<file path="config.mk">
export PLATFORM = sky130hd
export DESIGN_NAME = pipe_trace_top
export DESIGN_NICKNAME = d
export VERILOG_FILES = /design/src/design/trace_pkg.sv /design/src/design/stage_if.sv /design/src/design/pipe_trace_top.sv /design/src/design/trace_buffer.sv /design/src/design/stamp_pipe.sv /design/src/design/tag_pipe.sv /design/src/design/stage_tracker.sv
export SDC_FILE = /design/constraint.sdc
export NUM_CORES = 1
export LEC_CHECK = 0
export ABC_AREA = 1
export BUFFER_PORTS_ARGS = -buffer_cell sky130_fd_sc_hd__buf_2
export CAP_MARGIN = 20
export CORE_MARGIN = 2
export CORE_UTILIZATION = 30
export CTS_CLUSTER_SIZE = 10
export DETAILED_ROUTE_END_ITERATION = 7
export PLACE_DENSITY = 0.44
export SLEW_MARGIN = 40
export SYNTH_ARGS = -nofsm -noshare
export SYNTH_HDL_FRONTEND = slang
export SYNTH_HIERARCHICAL = 1
export SYNTH_SLANG_ARGS = --single-unit
</file>
<file path="constraint.sdc">
create_clock -name clk -period 5.9 [get_ports clk]
set_input_delay 0.295 -clock clk [delete_from_list [all_inputs] [get_ports clk]]
set_output_delay 0.295 -clock clk [all_outputs]
set_load 0.02 [all_outputs]
</file>
<file path="src/design/trace_pkg.sv">
/*
 * shared definitions for the pipeline trace unit
 * stage indices, field widths, queue depth
 * packed trace record and APB register map
 */
`default_nettype none

package trace_pkg;

    // pipeline shape
    localparam int NUM_STAGES = 5;
    localparam int STG_F      = 0;
    localparam int STG_D      = 1;
    localparam int STG_X      = 2;
    localparam int STG_M      = 3;
    localparam int STG_W      = 4;

    // field widths, tag and cycle wrap, stalls saturate
    localparam int TAG_W   = 8;
    localparam int INSTR_W = 32;
    localparam int CYCLE_W = 16;
    localparam int STALL_W = 8;

    // record queue
    localparam int TRACE_DEPTH = 8;
    localparam int PTR_W       = $clog2(TRACE_DEPTH);
    localparam int CNT_W       = PTR_W + 1;

    // APB register map
    localparam int APB_ADDR_W = 8;
    localparam int APB_DATA_W = 32;
    localparam logic [APB_ADDR_W-1:0] REG_STATUS = 8'h00;
    localparam logic [APB_ADDR_W-1:0] REG_INSTR  = 8'h04;
    localparam logic [APB_ADDR_W-1:0] REG_STAMPS = 8'h08;
    localparam logic [APB_ADDR_W-1:0] REG_INFO   = 8'h0C;

    // one retired instruction, 80 bits
    typedef struct packed {
        logic [TAG_W-1:0]   tag;
        logic [INSTR_W-1:0] instr;
        logic [CYCLE_W-1:0] fetch_cycle;
        logic [CYCLE_W-1:0] retire_cycle;
        logic [STALL_W-1:0] stalls;
    } trace_rec_t;

endpackage

`default_nettype wire
</file>
<file path="src/design/stage_if.sv">
/*
 * stage control bundle
 * driven by the stage tracker, followed by the tag and stamp pipes
 */
`timescale 1ns/10ps
`default_nettype none

interface stage_if;

    // new instruction enters fetch at this edge
    logic                             fetch_load;
    // fetch and decode keep their contents
    logic                             front_hold;
    // fetch and decode are emptied
    logic                             front_kill;
    // one bit per stage, fetch at bit 0
    logic [trace_pkg::NUM_STAGES-1:0] valid;
    // write-back holds a live instruction
    logic                             retire;

    modport tracker (
        output fetch_load, front_hold, front_kill, valid, retire
    );

    modport pipe (
        input fetch_load, front_hold, front_kill, valid, retire
    );

endinterface

`default_nettype wire

</file>
<file path="src/design/pipe_trace_top.sv">
/*
 * pipeline trace unit top level
 * stage tracker, tag pipe, stamp pipe and trace buffer on one stage bundle
 */
`timescale 1ns/10ps
`default_nettype none

module pipe_trace_top (
    input  logic                             clk,
    input  logic                             rst,
    // CPU observation
    input  logic                             fetch_fire,
    input  logic [trace_pkg::INSTR_W-1:0]    instr,
    input  logic                             stall,
    input  logic                             flush,
    // APB slave
    input  logic [trace_pkg::APB_ADDR_W-1:0] paddr,
    input  logic                             psel,
    input  logic                             penable,
    input  logic                             pwrite,
    input  logic [trace_pkg::APB_DATA_W-1:0] pwdata,
    output logic [trace_pkg::APB_DATA_W-1:0] prdata,
    output logic                             pready,
    output logic                             pslverr
);

    // write-back values from the two pipes
    logic [trace_pkg::CYCLE_W-1:0] cycle;
    logic [trace_pkg::TAG_W-1:0]   wb_tag;
    logic [trace_pkg::INSTR_W-1:0] wb_instr;
    logic [trace_pkg::CYCLE_W-1:0] wb_fetch_cycle;
    logic [trace_pkg::STALL_W-1:0] wb_stalls;

    stage_if ctl ();

    stage_tracker u_tracker (
        .clk(clk), .rst(rst), .fetch_fire(fetch_fire),
        .stall(stall), .flush(flush), .ctl(ctl.tracker)
    );

    tag_pipe u_tag_pipe (
        .clk(clk), .rst(rst), .instr(instr), .ctl(ctl.pipe),
        .wb_tag(wb_tag), .wb_instr(wb_instr)
    );

    stamp_pipe u_stamp_pipe (
        .clk(clk), .rst(rst), .ctl(ctl.pipe), .cycle(cycle),
        .wb_fetch_cycle(wb_fetch_cycle), .wb_stalls(wb_stalls)
    );

    trace_buffer u_trace_buffer (
        .clk(clk), .rst(rst), .ctl(ctl.pipe), .cycle(cycle),
        .wb_tag(wb_tag), .wb_instr(wb_instr),
        .wb_fetch_cycle(wb_fetch_cycle), .wb_stalls(wb_stalls),
        .paddr(paddr), .psel(psel), .penable(penable), .pwrite(pwrite),
        .pwdata(pwdata), .prdata(prdata), .pready(pready), .pslverr(pslverr)
    );

endmodule

`default_nettype wire

</file>
<file path="src/design/trace_buffer.sv">
/*
 * trace buffer
 * record assembly at retirement, eight-entry record queue,
 * saturating drop counter and the APB register file
 */
`timescale 1ns/10ps
`default_nettype none

module trace_buffer (
    input  logic                             clk,
    input  logic                             rst,
    stage_if.pipe                            ctl,
    input  logic [trace_pkg::CYCLE_W-1:0]    cycle,
    input  logic [trace_pkg::TAG_W-1:0]      wb_tag,
    input  logic [trace_pkg::INSTR_W-1:0]    wb_instr,
    input  logic [trace_pkg::CYCLE_W-1:0]    wb_fetch_cycle,
    input  logic [trace_pkg::STALL_W-1:0]    wb_stalls,
    input  logic [trace_pkg::APB_ADDR_W-1:0] paddr,
    input  logic                             psel,
    input  logic                             penable,
    input  logic                             pwrite,
    input  logic [trace_pkg::APB_DATA_W-1:0] pwdata,
    output logic [trace_pkg::APB_DATA_W-1:0] prdata,
    output logic                             pready,
    output logic                             pslverr
);

    trace_pkg::trace_rec_t           rec;
    trace_pkg::trace_rec_t           head;
    trace_pkg::trace_rec_t           queue [trace_pkg::TRACE_DEPTH];
    logic [trace_pkg::PTR_W-1:0]     wr_ptr;
    logic [trace_pkg::PTR_W-1:0]     rd_ptr;
    logic [trace_pkg::CNT_W-1:0]     count;
    logic [7:0]                      drop_cnt;
    logic                            empty;
    logic                            full;
    logic                            push;
    logic                            drop;
    logic                            pop;
    logic                            access;
    logic                            mapped;
    logic                            clr_drops;

    // record as it leaves write-back, stamped with this edge's cycle
    assign rec = '{tag: wb_tag, instr: wb_instr, fetch_cycle: wb_fetch_cycle,
                   retire_cycle: cycle, stalls: wb_stalls};

    assign empty = (count == '0);
    assign full  = (count == trace_pkg::CNT_W'(trace_pkg::TRACE_DEPTH));
    assign push  = ctl.retire && !full;
    assign drop  = ctl.retire && full;

    ////////////////////////////////////////
    // APB decode
    ////////////////////////////////////////

    assign access = psel && penable;
    assign mapped = (paddr == trace_pkg::REG_STATUS) || (paddr == trace_pkg::REG_INSTR) ||
                    (paddr == trace_pkg::REG_STAMPS) || (paddr == trace_pkg::REG_INFO);
    // info read consumes the head record
    assign pop       = access && !pwrite && (paddr == trace_pkg::REG_INFO) && !empty;
    // write data is ignored, any write clears
    assign clr_drops = access && pwrite && (paddr == trace_pkg::REG_STATUS);

    ////////////////////////////////////////
    // record queue
    ////////////////////////////////////////

    always_ff @(posedge clk) begin
        if (push) begin
            queue[wr_ptr] <= rec;
        end
    end

    always_ff @(posedge clk) begin
        if (rst) begin
            wr_ptr <= '0;
            rd_ptr <= '0;
            count  <= '0;
        end else begin
            if (push) begin
                wr_ptr <= wr_ptr + 1'b1;
            end
            if (pop) begin
                rd_ptr <= rd_ptr + 1'b1;
            end
            case ({push, pop})
                2'b10:   count <= count + 1'b1;
                2'b01:   count <= count - 1'b1;
                default: count <= count;
            endcase
        end
    end

    // drops saturate at 255; a drop on the clearing edge still counts
    always_ff @(posedge clk) begin
        if (rst) begin
            drop_cnt <= '0;
        end else if (clr_drops) begin
            drop_cnt <= {7'd0, drop};
        end else if (drop && !(&drop_cnt)) begin
            drop_cnt <= drop_cnt + 1'b1;
        end
    end

    assign head = queue[rd_ptr];

    ////////////////////////////////////////
    // read data, zero wait states
    ////////////////////////////////////////

    always_comb begin
        prdata = '0;
        case (paddr)
            trace_pkg::REG_STATUS: prdata = {16'd0, drop_cnt, 4'd0, count};
            trace_pkg::REG_INSTR:  prdata = empty ? '0 : head.instr;
            trace_pkg::REG_STAMPS: prdata = empty ? '0 : {head.retire_cycle, head.fetch_cycle};
            trace_pkg::REG_INFO:   prdata = empty ? '0 : {16'd0, head.stalls, head.tag};
            default:               prdata = '0;
        endcase
    end

    assign pready  = 1'b1;
    assign pslverr = access && !mapped;

endmodule

`default_nettype wire

</file>
<file path="src/design/stamp_pipe.sv">
/*
 * stamp pipe
 * free cycle counter, fetch stamps and saturating stall counts
 * carried through the stages
 */
`timescale 1ns/10ps
`default_nettype none

module stamp_pipe (
    input  logic                          clk,
    input  logic                          rst,
    stage_if.pipe                         ctl,
    output logic [trace_pkg::CYCLE_W-1:0] cycle,
    output logic [trace_pkg::CYCLE_W-1:0] wb_fetch_cycle,
    output logic [trace_pkg::STALL_W-1:0] wb_stalls
);

    logic [trace_pkg::CYCLE_W-1:0] cycle_q;
    logic [trace_pkg::CYCLE_W-1:0] fc_q [trace_pkg::NUM_STAGES];
    logic [trace_pkg::STALL_W-1:0] st_q [trace_pkg::NUM_STAGES];
    logic                          front_go;

    // stall count sticks at all ones
    function automatic logic [trace_pkg::STALL_W-1:0] sat_inc(
        input logic [trace_pkg::STALL_W-1:0] v
    );
        if (&v) begin
            return v;
        end
        return v + 1'b1;
    endfunction

    assign front_go = !ctl.front_hold && !ctl.front_kill;

    // counts every edge after reset, wraps
    always_ff @(posedge clk) begin
        if (rst) begin
            cycle_q <= '0;
        end else begin
            cycle_q <= cycle_q + 1'b1;
        end
    end

    ////////////////////////////////////////
    // front end, stamp on load, count holds
    ////////////////////////////////////////

    always_ff @(posedge clk) begin
        if (ctl.fetch_load) begin
            fc_q[trace_pkg::STG_F] <= cycle_q;
            st_q[trace_pkg::STG_F] <= '0;
        end else if (ctl.front_hold && ctl.valid[trace_pkg::STG_F]) begin
            st_q[trace_pkg::STG_F] <= sat_inc(st_q[trace_pkg::STG_F]);
        end
        if (ctl.front_hold && ctl.valid[trace_pkg::STG_D]) begin
            st_q[trace_pkg::STG_D] <= sat_inc(st_q[trace_pkg::STG_D]);
        end else if (front_go && ctl.valid[trace_pkg::STG_F]) begin
            fc_q[trace_pkg::STG_D] <= fc_q[trace_pkg::STG_F];
            st_q[trace_pkg::STG_D] <= st_q[trace_pkg::STG_F];
        end
    end

    ////////////////////////////////////////
    // back end, plain shift
    ////////////////////////////////////////

    always_ff @(posedge clk) begin
        if (front_go && ctl.valid[trace_pkg::STG_D]) begin
            fc_q[trace_pkg::STG_X] <= fc_q[trace_pkg::STG_D];
            st_q[trace_pkg::STG_X] <= st_q[trace_pkg::STG_D];
        end
        if (ctl.valid[trace_pkg::STG_X]) begin
            fc_q[trace_pkg::STG_M] <= fc_q[trace_pkg::STG_X];
            st_q[trace_pkg::STG_M] <= st_q[trace_pkg::STG_X];
        end
        if (ctl.valid[trace_pkg::STG_M]) begin
            fc_q[trace_pkg::STG_W] <= fc_q[trace_pkg::STG_M];
            st_q[trace_pkg::STG_W] <= st_q[trace_pkg::STG_M];
        end
    end

    assign cycle          = cycle_q;
    assign wb_fetch_cycle = fc_q[trace_pkg::STG_W];
    assign wb_stalls      = st_q[trace_pkg::STG_W];

endmodule

`default_nettype wire

</file>
<file path="src/design/tag_pipe.sv">
/*
 * tag pipe
 * sequence tag counter, tag and instruction word carried through the stages
 */
`timescale 1ns/10ps
`default_nettype none

module tag_pipe (
    input  logic                          clk,
    input  logic                          rst,
    input  logic [trace_pkg::INSTR_W-1:0] instr,
    stage_if.pipe                         ctl,
    output logic [trace_pkg::TAG_W-1:0]   wb_tag,
    output logic [trace_pkg::INSTR_W-1:0] wb_instr
);

    logic [trace_pkg::TAG_W-1:0]   next_tag;
    logic [trace_pkg::TAG_W-1:0]   tag_q   [trace_pkg::NUM_STAGES];
    logic [trace_pkg::INSTR_W-1:0] instr_q [trace_pkg::NUM_STAGES];
    logic                          front_go;

    // decode to execute moves only on a plain advance
    assign front_go = !ctl.front_hold && !ctl.front_kill;

    // tag counter, flushed fetches still consume a tag
    always_ff @(posedge clk) begin
        if (rst) begin
            next_tag <= '0;
        end else if (ctl.fetch_load) begin
            next_tag <= next_tag + 1'b1;
        end
    end

    // stage registers, only live instructions are captured
    always_ff @(posedge clk) begin
        if (ctl.fetch_load) begin
            tag_q[trace_pkg::STG_F]   <= next_tag;
            instr_q[trace_pkg::STG_F] <= instr;
        end
        if (front_go && ctl.valid[trace_pkg::STG_F]) begin
            tag_q[trace_pkg::STG_D]   <= tag_q[trace_pkg::STG_F];
            instr_q[trace_pkg::STG_D] <= instr_q[trace_pkg::STG_F];
        end
        if (front_go && ctl.valid[trace_pkg::STG_D]) begin
            tag_q[trace_pkg::STG_X]   <= tag_q[trace_pkg::STG_D];
            instr_q[trace_pkg::STG_X] <= instr_q[trace_pkg::STG_D];
        end
        // memory and write-back always advance
        if (ctl.valid[trace_pkg::STG_X]) begin
            tag_q[trace_pkg::STG_M]   <= tag_q[trace_pkg::STG_X];
            instr_q[trace_pkg::STG_M] <= instr_q[trace_pkg::STG_X];
        end
        if (ctl.valid[trace_pkg::STG_M]) begin
            tag_q[trace_pkg::STG_W]   <= tag_q[trace_pkg::STG_M];
            instr_q[trace_pkg::STG_W] <= instr_q[trace_pkg::STG_M];
        end
    end

    assign wb_tag   = tag_q[trace_pkg::STG_W];
    assign wb_instr = instr_q[trace_pkg::STG_W];

endmodule

`default_nettype wire

</file>
<file path="src/design/stage_tracker.sv">
/*
 * stage tracker
 * per-stage valid bits and the flush, stall and advance decisions
 * that both pipes follow
 */
`timescale 1ns/10ps
`default_nettype none

module stage_tracker (
    input  logic clk,
    input  logic rst,
    input  logic fetch_fire,
    input  logic stall,
    input  logic flush,
    stage_if.tracker ctl
);

    logic [trace_pkg::NUM_STAGES-1:0] valid_q;
    logic                             load;

    // fire only counts on a plain advance
    assign load = fetch_fire && !stall && !flush;

    ////////////////////////////////////////
    // valid bits
    ////////////////////////////////////////

    always_ff @(posedge clk) begin
        if (rst) begin
            valid_q <= '0;
        end else begin
            // back end never waits
            valid_q[trace_pkg::STG_M] <= valid_q[trace_pkg::STG_X];
            valid_q[trace_pkg::STG_W] <= valid_q[trace_pkg::STG_M];
            if (flush) begin
                // front end emptied, bubble into execute
                valid_q[trace_pkg::STG_F] <= 1'b0;
                valid_q[trace_pkg::STG_D] <= 1'b0;
                valid_q[trace_pkg::STG_X] <= 1'b0;
            end else if (stall) begin
                // front end keeps its bits, bubble into execute
                valid_q[trace_pkg::STG_X] <= 1'b0;
            end else begin
                valid_q[trace_pkg::STG_F] <= load;
                valid_q[trace_pkg::STG_D] <= valid_q[trace_pkg::STG_F];
                valid_q[trace_pkg::STG_X] <= valid_q[trace_pkg::STG_D];
            end
        end
    end

    ////////////////////////////////////////
    // controls for the pipes
    ////////////////////////////////////////

    assign ctl.fetch_load = load;
    // flush outranks stall, so hold and kill never overlap
    assign ctl.front_hold = stall && !flush;
    assign ctl.front_kill = flush;
    assign ctl.valid      = valid_q;
    assign ctl.retire     = valid_q[trace_pkg::STG_W];

endmodule

`default_nettype wire

</file>
* After elaboration in Yosys (flattened, before gate mapping) *
Memory sizes are Yosys's and may differ from the RTL's. A register that Yosys moved wholly into a read port is not among the register bits.
Cells that the tools add are included.

word-level totals
  bits in registers = 47
  bits in latches = 0
  memory bits (writable) = 960
  bits in read-only memories = 0
  bits of input ports = 80
  output and inout bits = 34
  word-level logic and storage cells = 113
  memories = 5

memories
  memory                words  bits a word  rd ports  clocked after memory_dff  write ports  RTL line            RTL
  u_trace_buffer.queue  8      80           1         1                         1            trace_buffer.sv:30  trace_pkg::trace_rec_t queue [trace_pkg::TRACE_DEPTH];
  u_tag_pipe.instr_q    5      32           5         0                         5            tag_pipe.sv:19      logic [trace_pkg::INSTR_W-1:0] instr_q [trace_pkg::NUM_STAGES];
  u_stamp_pipe.fc_q     5      16           5         0                         5            stamp_pipe.sv:19    logic [trace_pkg::CYCLE_W-1:0] fc_q [trace_pkg::NUM_STAGES];
  u_stamp_pipe.st_q     5      8            5         0                         5            stamp_pipe.sv:20    logic [trace_pkg::STALL_W-1:0] st_q [trace_pkg::NUM_STAGES];
  u_tag_pipe.tag_q      5      8            5         0                         5            tag_pipe.sv:18      logic [trace_pkg::TAG_W-1:0] tag_q [trace_pkg::NUM_STAGES];

operators by class
  add/subtract/negate cells = 9
  multiply operators = 0
  divide/modulo/power cells = 0
  $lt $le $gt $ge = 0
  equality and inequality tests = 6
  shift operators = 0
  mux-type cells = 42
  bitwise gates (word level) = 2
  reduce and logical (&&, ||, !) cells = 39

operators by type and width
  cell                                              number
  case mux 32 bit (4 select lines)                  1
  two-way mux 8 bit                                 9
  two-way mux 32 bit                                2
  adder 8 x 1 -> 8 bit, second input constant       4
  two-way mux 1 bit                                 26
  AND reduction 8 bit                               3
  logical AND 1 bit                                 18
  adder 16 x 1 -> 16 bit, second input constant     1
  == test 8 x 4 -> 1 bit, second input constant     2
  two-way mux 16 bit                                1
  == test 8 x 3 -> 1 bit, second input constant     1
  zero test 1 bit                                   8
  zero test 8 bit                                   1
  case mux 4 bit (2 select lines)                   1
  adder 3 x 1 -> 3 bit, second input constant       2
  two-way mux 3 bit                                 2
  adder 4 x 1 -> 4 bit, second input constant       1
  == test 4 bit, second input constant              1
  zero test 4 bit                                   1
  nonzero test 2 bit                                2
  OR reduction 2 bit                                2
  subtractor 4 x 1 -> 4 bit, second input constant  1
  logical OR 1 bit                                  3
  OR reduction 3 bit                                1
  3 further kinds                                   4

* Logic depth before layout (Yosys ltp) *
  word-level depth = 9
  mapped depth = 14
  depth with buffers taken out = 13

* Cells and area by module *
The synthesis kept the hierarchy.

modules (own cells, without submodules)
  module         times used  cells an instance  area each (µm²)  seq. area each (µm²)
  trace_buffer   1           2,593              27,990.6         19,638.8
  tag_pipe       1           291                6,676.4          6,165.9
  stamp_pipe     1           347                5,004.8          3,923.8
  stage_tracker  1           24                 185.2            100.1

* Worst setup path before layout *
Ideal clock, no wire load.

  path kind = reg-to-reg
  start point = register u_trace_buffer/count[1] in the netlist's numbering
  end point = memory u_trace_buffer/queue[1][0] in the netlist's numbering (enable)
  setup time = 519 ps
  arrival = 4,278 ps
  data required time = 5,381 ps
  slack = 1,103 ps
  cell stages (with the launch flop) = 9
  buffers on the path = 0
  period minus slack after synthesis = 4,797 ps
  cell sequence = dfxtp_1 -> inv_2 -> nand2_1 -> nor2_1 -> nand2_1 -> nand2_1 -> nor2_1 -> inv_1 -> nor2_1

on the way
  cells in the longest elaborated chain, start to end = 5

ends and longest elaborated chain
  what                                     RTL line            RTL
  start: declaration                       trace_buffer.sv:33  logic [trace_pkg::CNT_W-1:0] count;
  start signal: assignment                 trace_buffer.sv:88  2'b10: count <= count + 1'b1;
  start signal: assignment                 trace_buffer.sv:89  2'b01: count <= count - 1'b1;
  start signal: assignment                 trace_buffer.sv:90  default: count <= count;
  == test 4 bit                            trace_buffer.sv:49  assign full = (count == trace_pkg::CNT_W'(trace_pkg::TRACE_DEPTH));
  zero test 1 bit                          trace_buffer.sv:50  assign push = ctl.retire && !full;
  logical AND 1 bit                        trace_buffer.sv:50
  two-way mux 1 bit                        trace_buffer.sv:70  if (push) begin
  two-way mux 1 bit (not written as such)  trace_buffer.sv:71  queue[wr_ptr] <= rec;
  end: declaration                         trace_buffer.sv:30

No other way between the ends.

==> results.yml <==
sta:
  clock-skew-final_ns: 0.0404
  setup_tns_ns: 0
  min_period_ns: 4.07
  hold_ws_ns: 0.118
  max_freq_ghz: 0.246
  setup_viol: 0
  drv_slew: 0
  finalHoldViolCount: 0
  rsz0062_at_grt: "false"
  relSlewSlack_pct: 42.7
  fin_crit_sh_pct: 68.9
  tightest_slew_ns: 0.860
power:
  p_int_w: 0.0115
  p_comb_share_pct: 0.6
  swShare_pct: 19.5
  switching_power_w: 0.00279
  clockPowerShare_pct: 45.0
  power.density_nw_per_um2: 314
  p_seq_share_pct: 54.4
  p_leak_nw: 16.9
  power_w: 0.0143
  ir_worst_vdd_mv: 0.219
place:
  place_area_um2: 41800
  port_buffers: 80
  gp_congestion: 0.736
  dp_hpwl_um: 51100
  dp.cells: 4925
cells_and_area:
  n_fill_cell: 12879
  final_common_cell: "edfxtp_1"
  final_cell_area_um2: 45600
  syn2layout_area_growth_pct: 14.4
  drive_gt1_share_pct: 8.93
  fin_nets: 3418
  diodes: 0
  final_cell_mix: "960 x edfxtp_1, 790 x nand2_1, 318 x inv_1, 289 x nor2_1, 257 x nand3_1"
  fin_cells: 5148
setup_path:
  cpPeakStageDelay_ns: 0.79
  cp.depth: 11
  critPathLaunchType: "register"
  ff2ff_path_depth: 8
  critical_path_arrival_ns: 3.77
  slowest_stage: "dfxtp_4"
  cp-end-kind: "primary output"
  setup.worst_path.end: "prdata[3]"
  rrSetupSlack_ns: 3.14
  cp.buffers_inverters: 3
  worstPathCellList: "buf_12 > buf_16 > nand2_1 > nand2_1 > nand2_1 > nand3_1 > nand3_1 > nand2_1 > nor2_1 > nor2_1 > buf_2"
  r2r_start: "u_trace_buffer/count[1]"
  r2r-end: "u_trace_buffer/queue[4][70]"
  cp_top_family: "simple AND/OR/NAND/NOR gates"
  cp.required_ns: 5.61
  cp_max_fo: 119
  crit_top_cell: "nand2_1"
  critical_path_class: "register to primary output"
route:
  dr.pass1.iters: 7
  drcViolationCount: 0
  drt_iter0_drc: 1509
  routed_wirelength_um: 96700
  via_per_inst: 4.42
  ant_nets: 0
  via_count: 22747
  m1WireLength_um: 45800
  wl_met3_um: 4170
  routedWlPerCell_um: 18.8
  highest_layer: "met4"
  wl_met2_um: 44100
min_path:
  hold_path_class: "input port to register"
cts:
  cts.clk_slew.worst_paths_ns: 0.06
  postCtsSetupBuffers: 0
  cts_buffers: 115
  cts-root-buf: "clkbuf_16"
  ctsResizeCount: 0
  cts.path.max_buffers: 3
  htreeDepth: 3
  cts_tree: "done"
  clk_latency_ns: 0.73
  clkSinkCount: 1010
  postCtsHoldBufs: 40
floorplanning:
  chipWidth_um: 368
  core_area_um2: 132000
  initial_core_util_pct: 30.3
  boundaryPins: 114
  dieHeight_um: 368
  die_area_um2: 136000
  rows: 133
grt:
  grt_max_degree: 127
  antenna_found_initial: 1
  first_global_vias: 22205
  grt_first_pass_wirelength_um: 145000
  gr-total-overflow: 0
  gr-usage-all-layers_pct: 14.3
synthesis:
  syn_nets: 3344
  syn_area_um2: 39800
  ys_warn_count: 6
  synthesis.instances: 3254
  syn_avg_cell_area_um2: 12.2
status:
  outcome: "complete, no violations"
run:
  max-cap-violations: 0
[area by class of cell]
class,instances,area (um2),area share (%)
inverters,331,1250,2.75
repair buffers,164,1370,3.00
multi-input cells,1706,7600,16.7
clock buffers,165,3110,6.82
flip-flops and latches,1010,29800,65.5
clock inverters,17,209,0.458
well taps,1755,2200,4.82
[worst min path at each step]
stage | slack, ns | to | from | cells after the start
floorplan | 0.36 | u_trace_buffer/wr_ptr[0] | rst | 1
global placement | 0.40 | u_stamp_pipe/st_q[0][37] | u_stamp_pipe/st_q[0][29] | 0
detailed placement | 0.40 | u_stamp_pipe/fc_q[0][38] | u_stamp_pipe/fc_q[0][22] | 0
CTS | 0.04 | u_trace_buffer/drop_cnt[0] | psel | 7
global route | 0.13 | u_trace_buffer/drop_cnt[0] | psel | 7
finish | 0.12 | u_trace_buffer/drop_cnt[0] | psel | 7
[registers in the layout, summed over array words and instances, names as in the netlist, 4 cells and up, named ones only]
signal	count
u_stamp_pipe/cycle	16
u_stamp_pipe/fc_q	80
u_stamp_pipe/st_q	40
u_tag_pipe/instr_q	160
u_tag_pipe/next_tag	8
u_tag_pipe/tag_q	40
u_trace_buffer/count	4
u_trace_buffer/drop_cnt	8
u_trace_buffer/queue	640
u_tracker/ctl.valid	5
[power groups by stage]
stage / Combinational, W / Clock (W) / Sequential, W
after floorplan: 0.0000279 / 0 / 0.00793
after global placement: 0.0000620 / 0 / 0.00793
after global routing: 0.0000913 / 0.00694 / 0.00778
after detailed placement: 0.0000634 / 0 / 0.00793
final: 0.0000812 / 0.00643 / 0.00778
after CTS: 0.0000838 / 0.00667 / 0.00778
[metrics by stage]
step	setup WS (ns)	util (%)
global placement	2.54	31.7
floorplan	1.10	-
CTS	1.76	34.6
finish	1.83	34.6
global route	1.54	34.6
detailed placement	2.57	31.8
[worst register-to-register path, delay by kind of cell (launching register included)]
family | cells | cell delay, ns
DFF | 1 | 0.40
and+or+nand+nor | 5 | 0.84
buffers and inverters | 3 | 1.09
[layer usage]
layer | global-route usage [%] | up-vias
met3 | 2.05 | 149
met4 | 5.13 | 0
met5 | 0 | -
li1 | - | 11117
met1 | 19.9 | 11014
met2 | 22.6 | 467
Note: power is estimated with default switching activity, not from simulation.
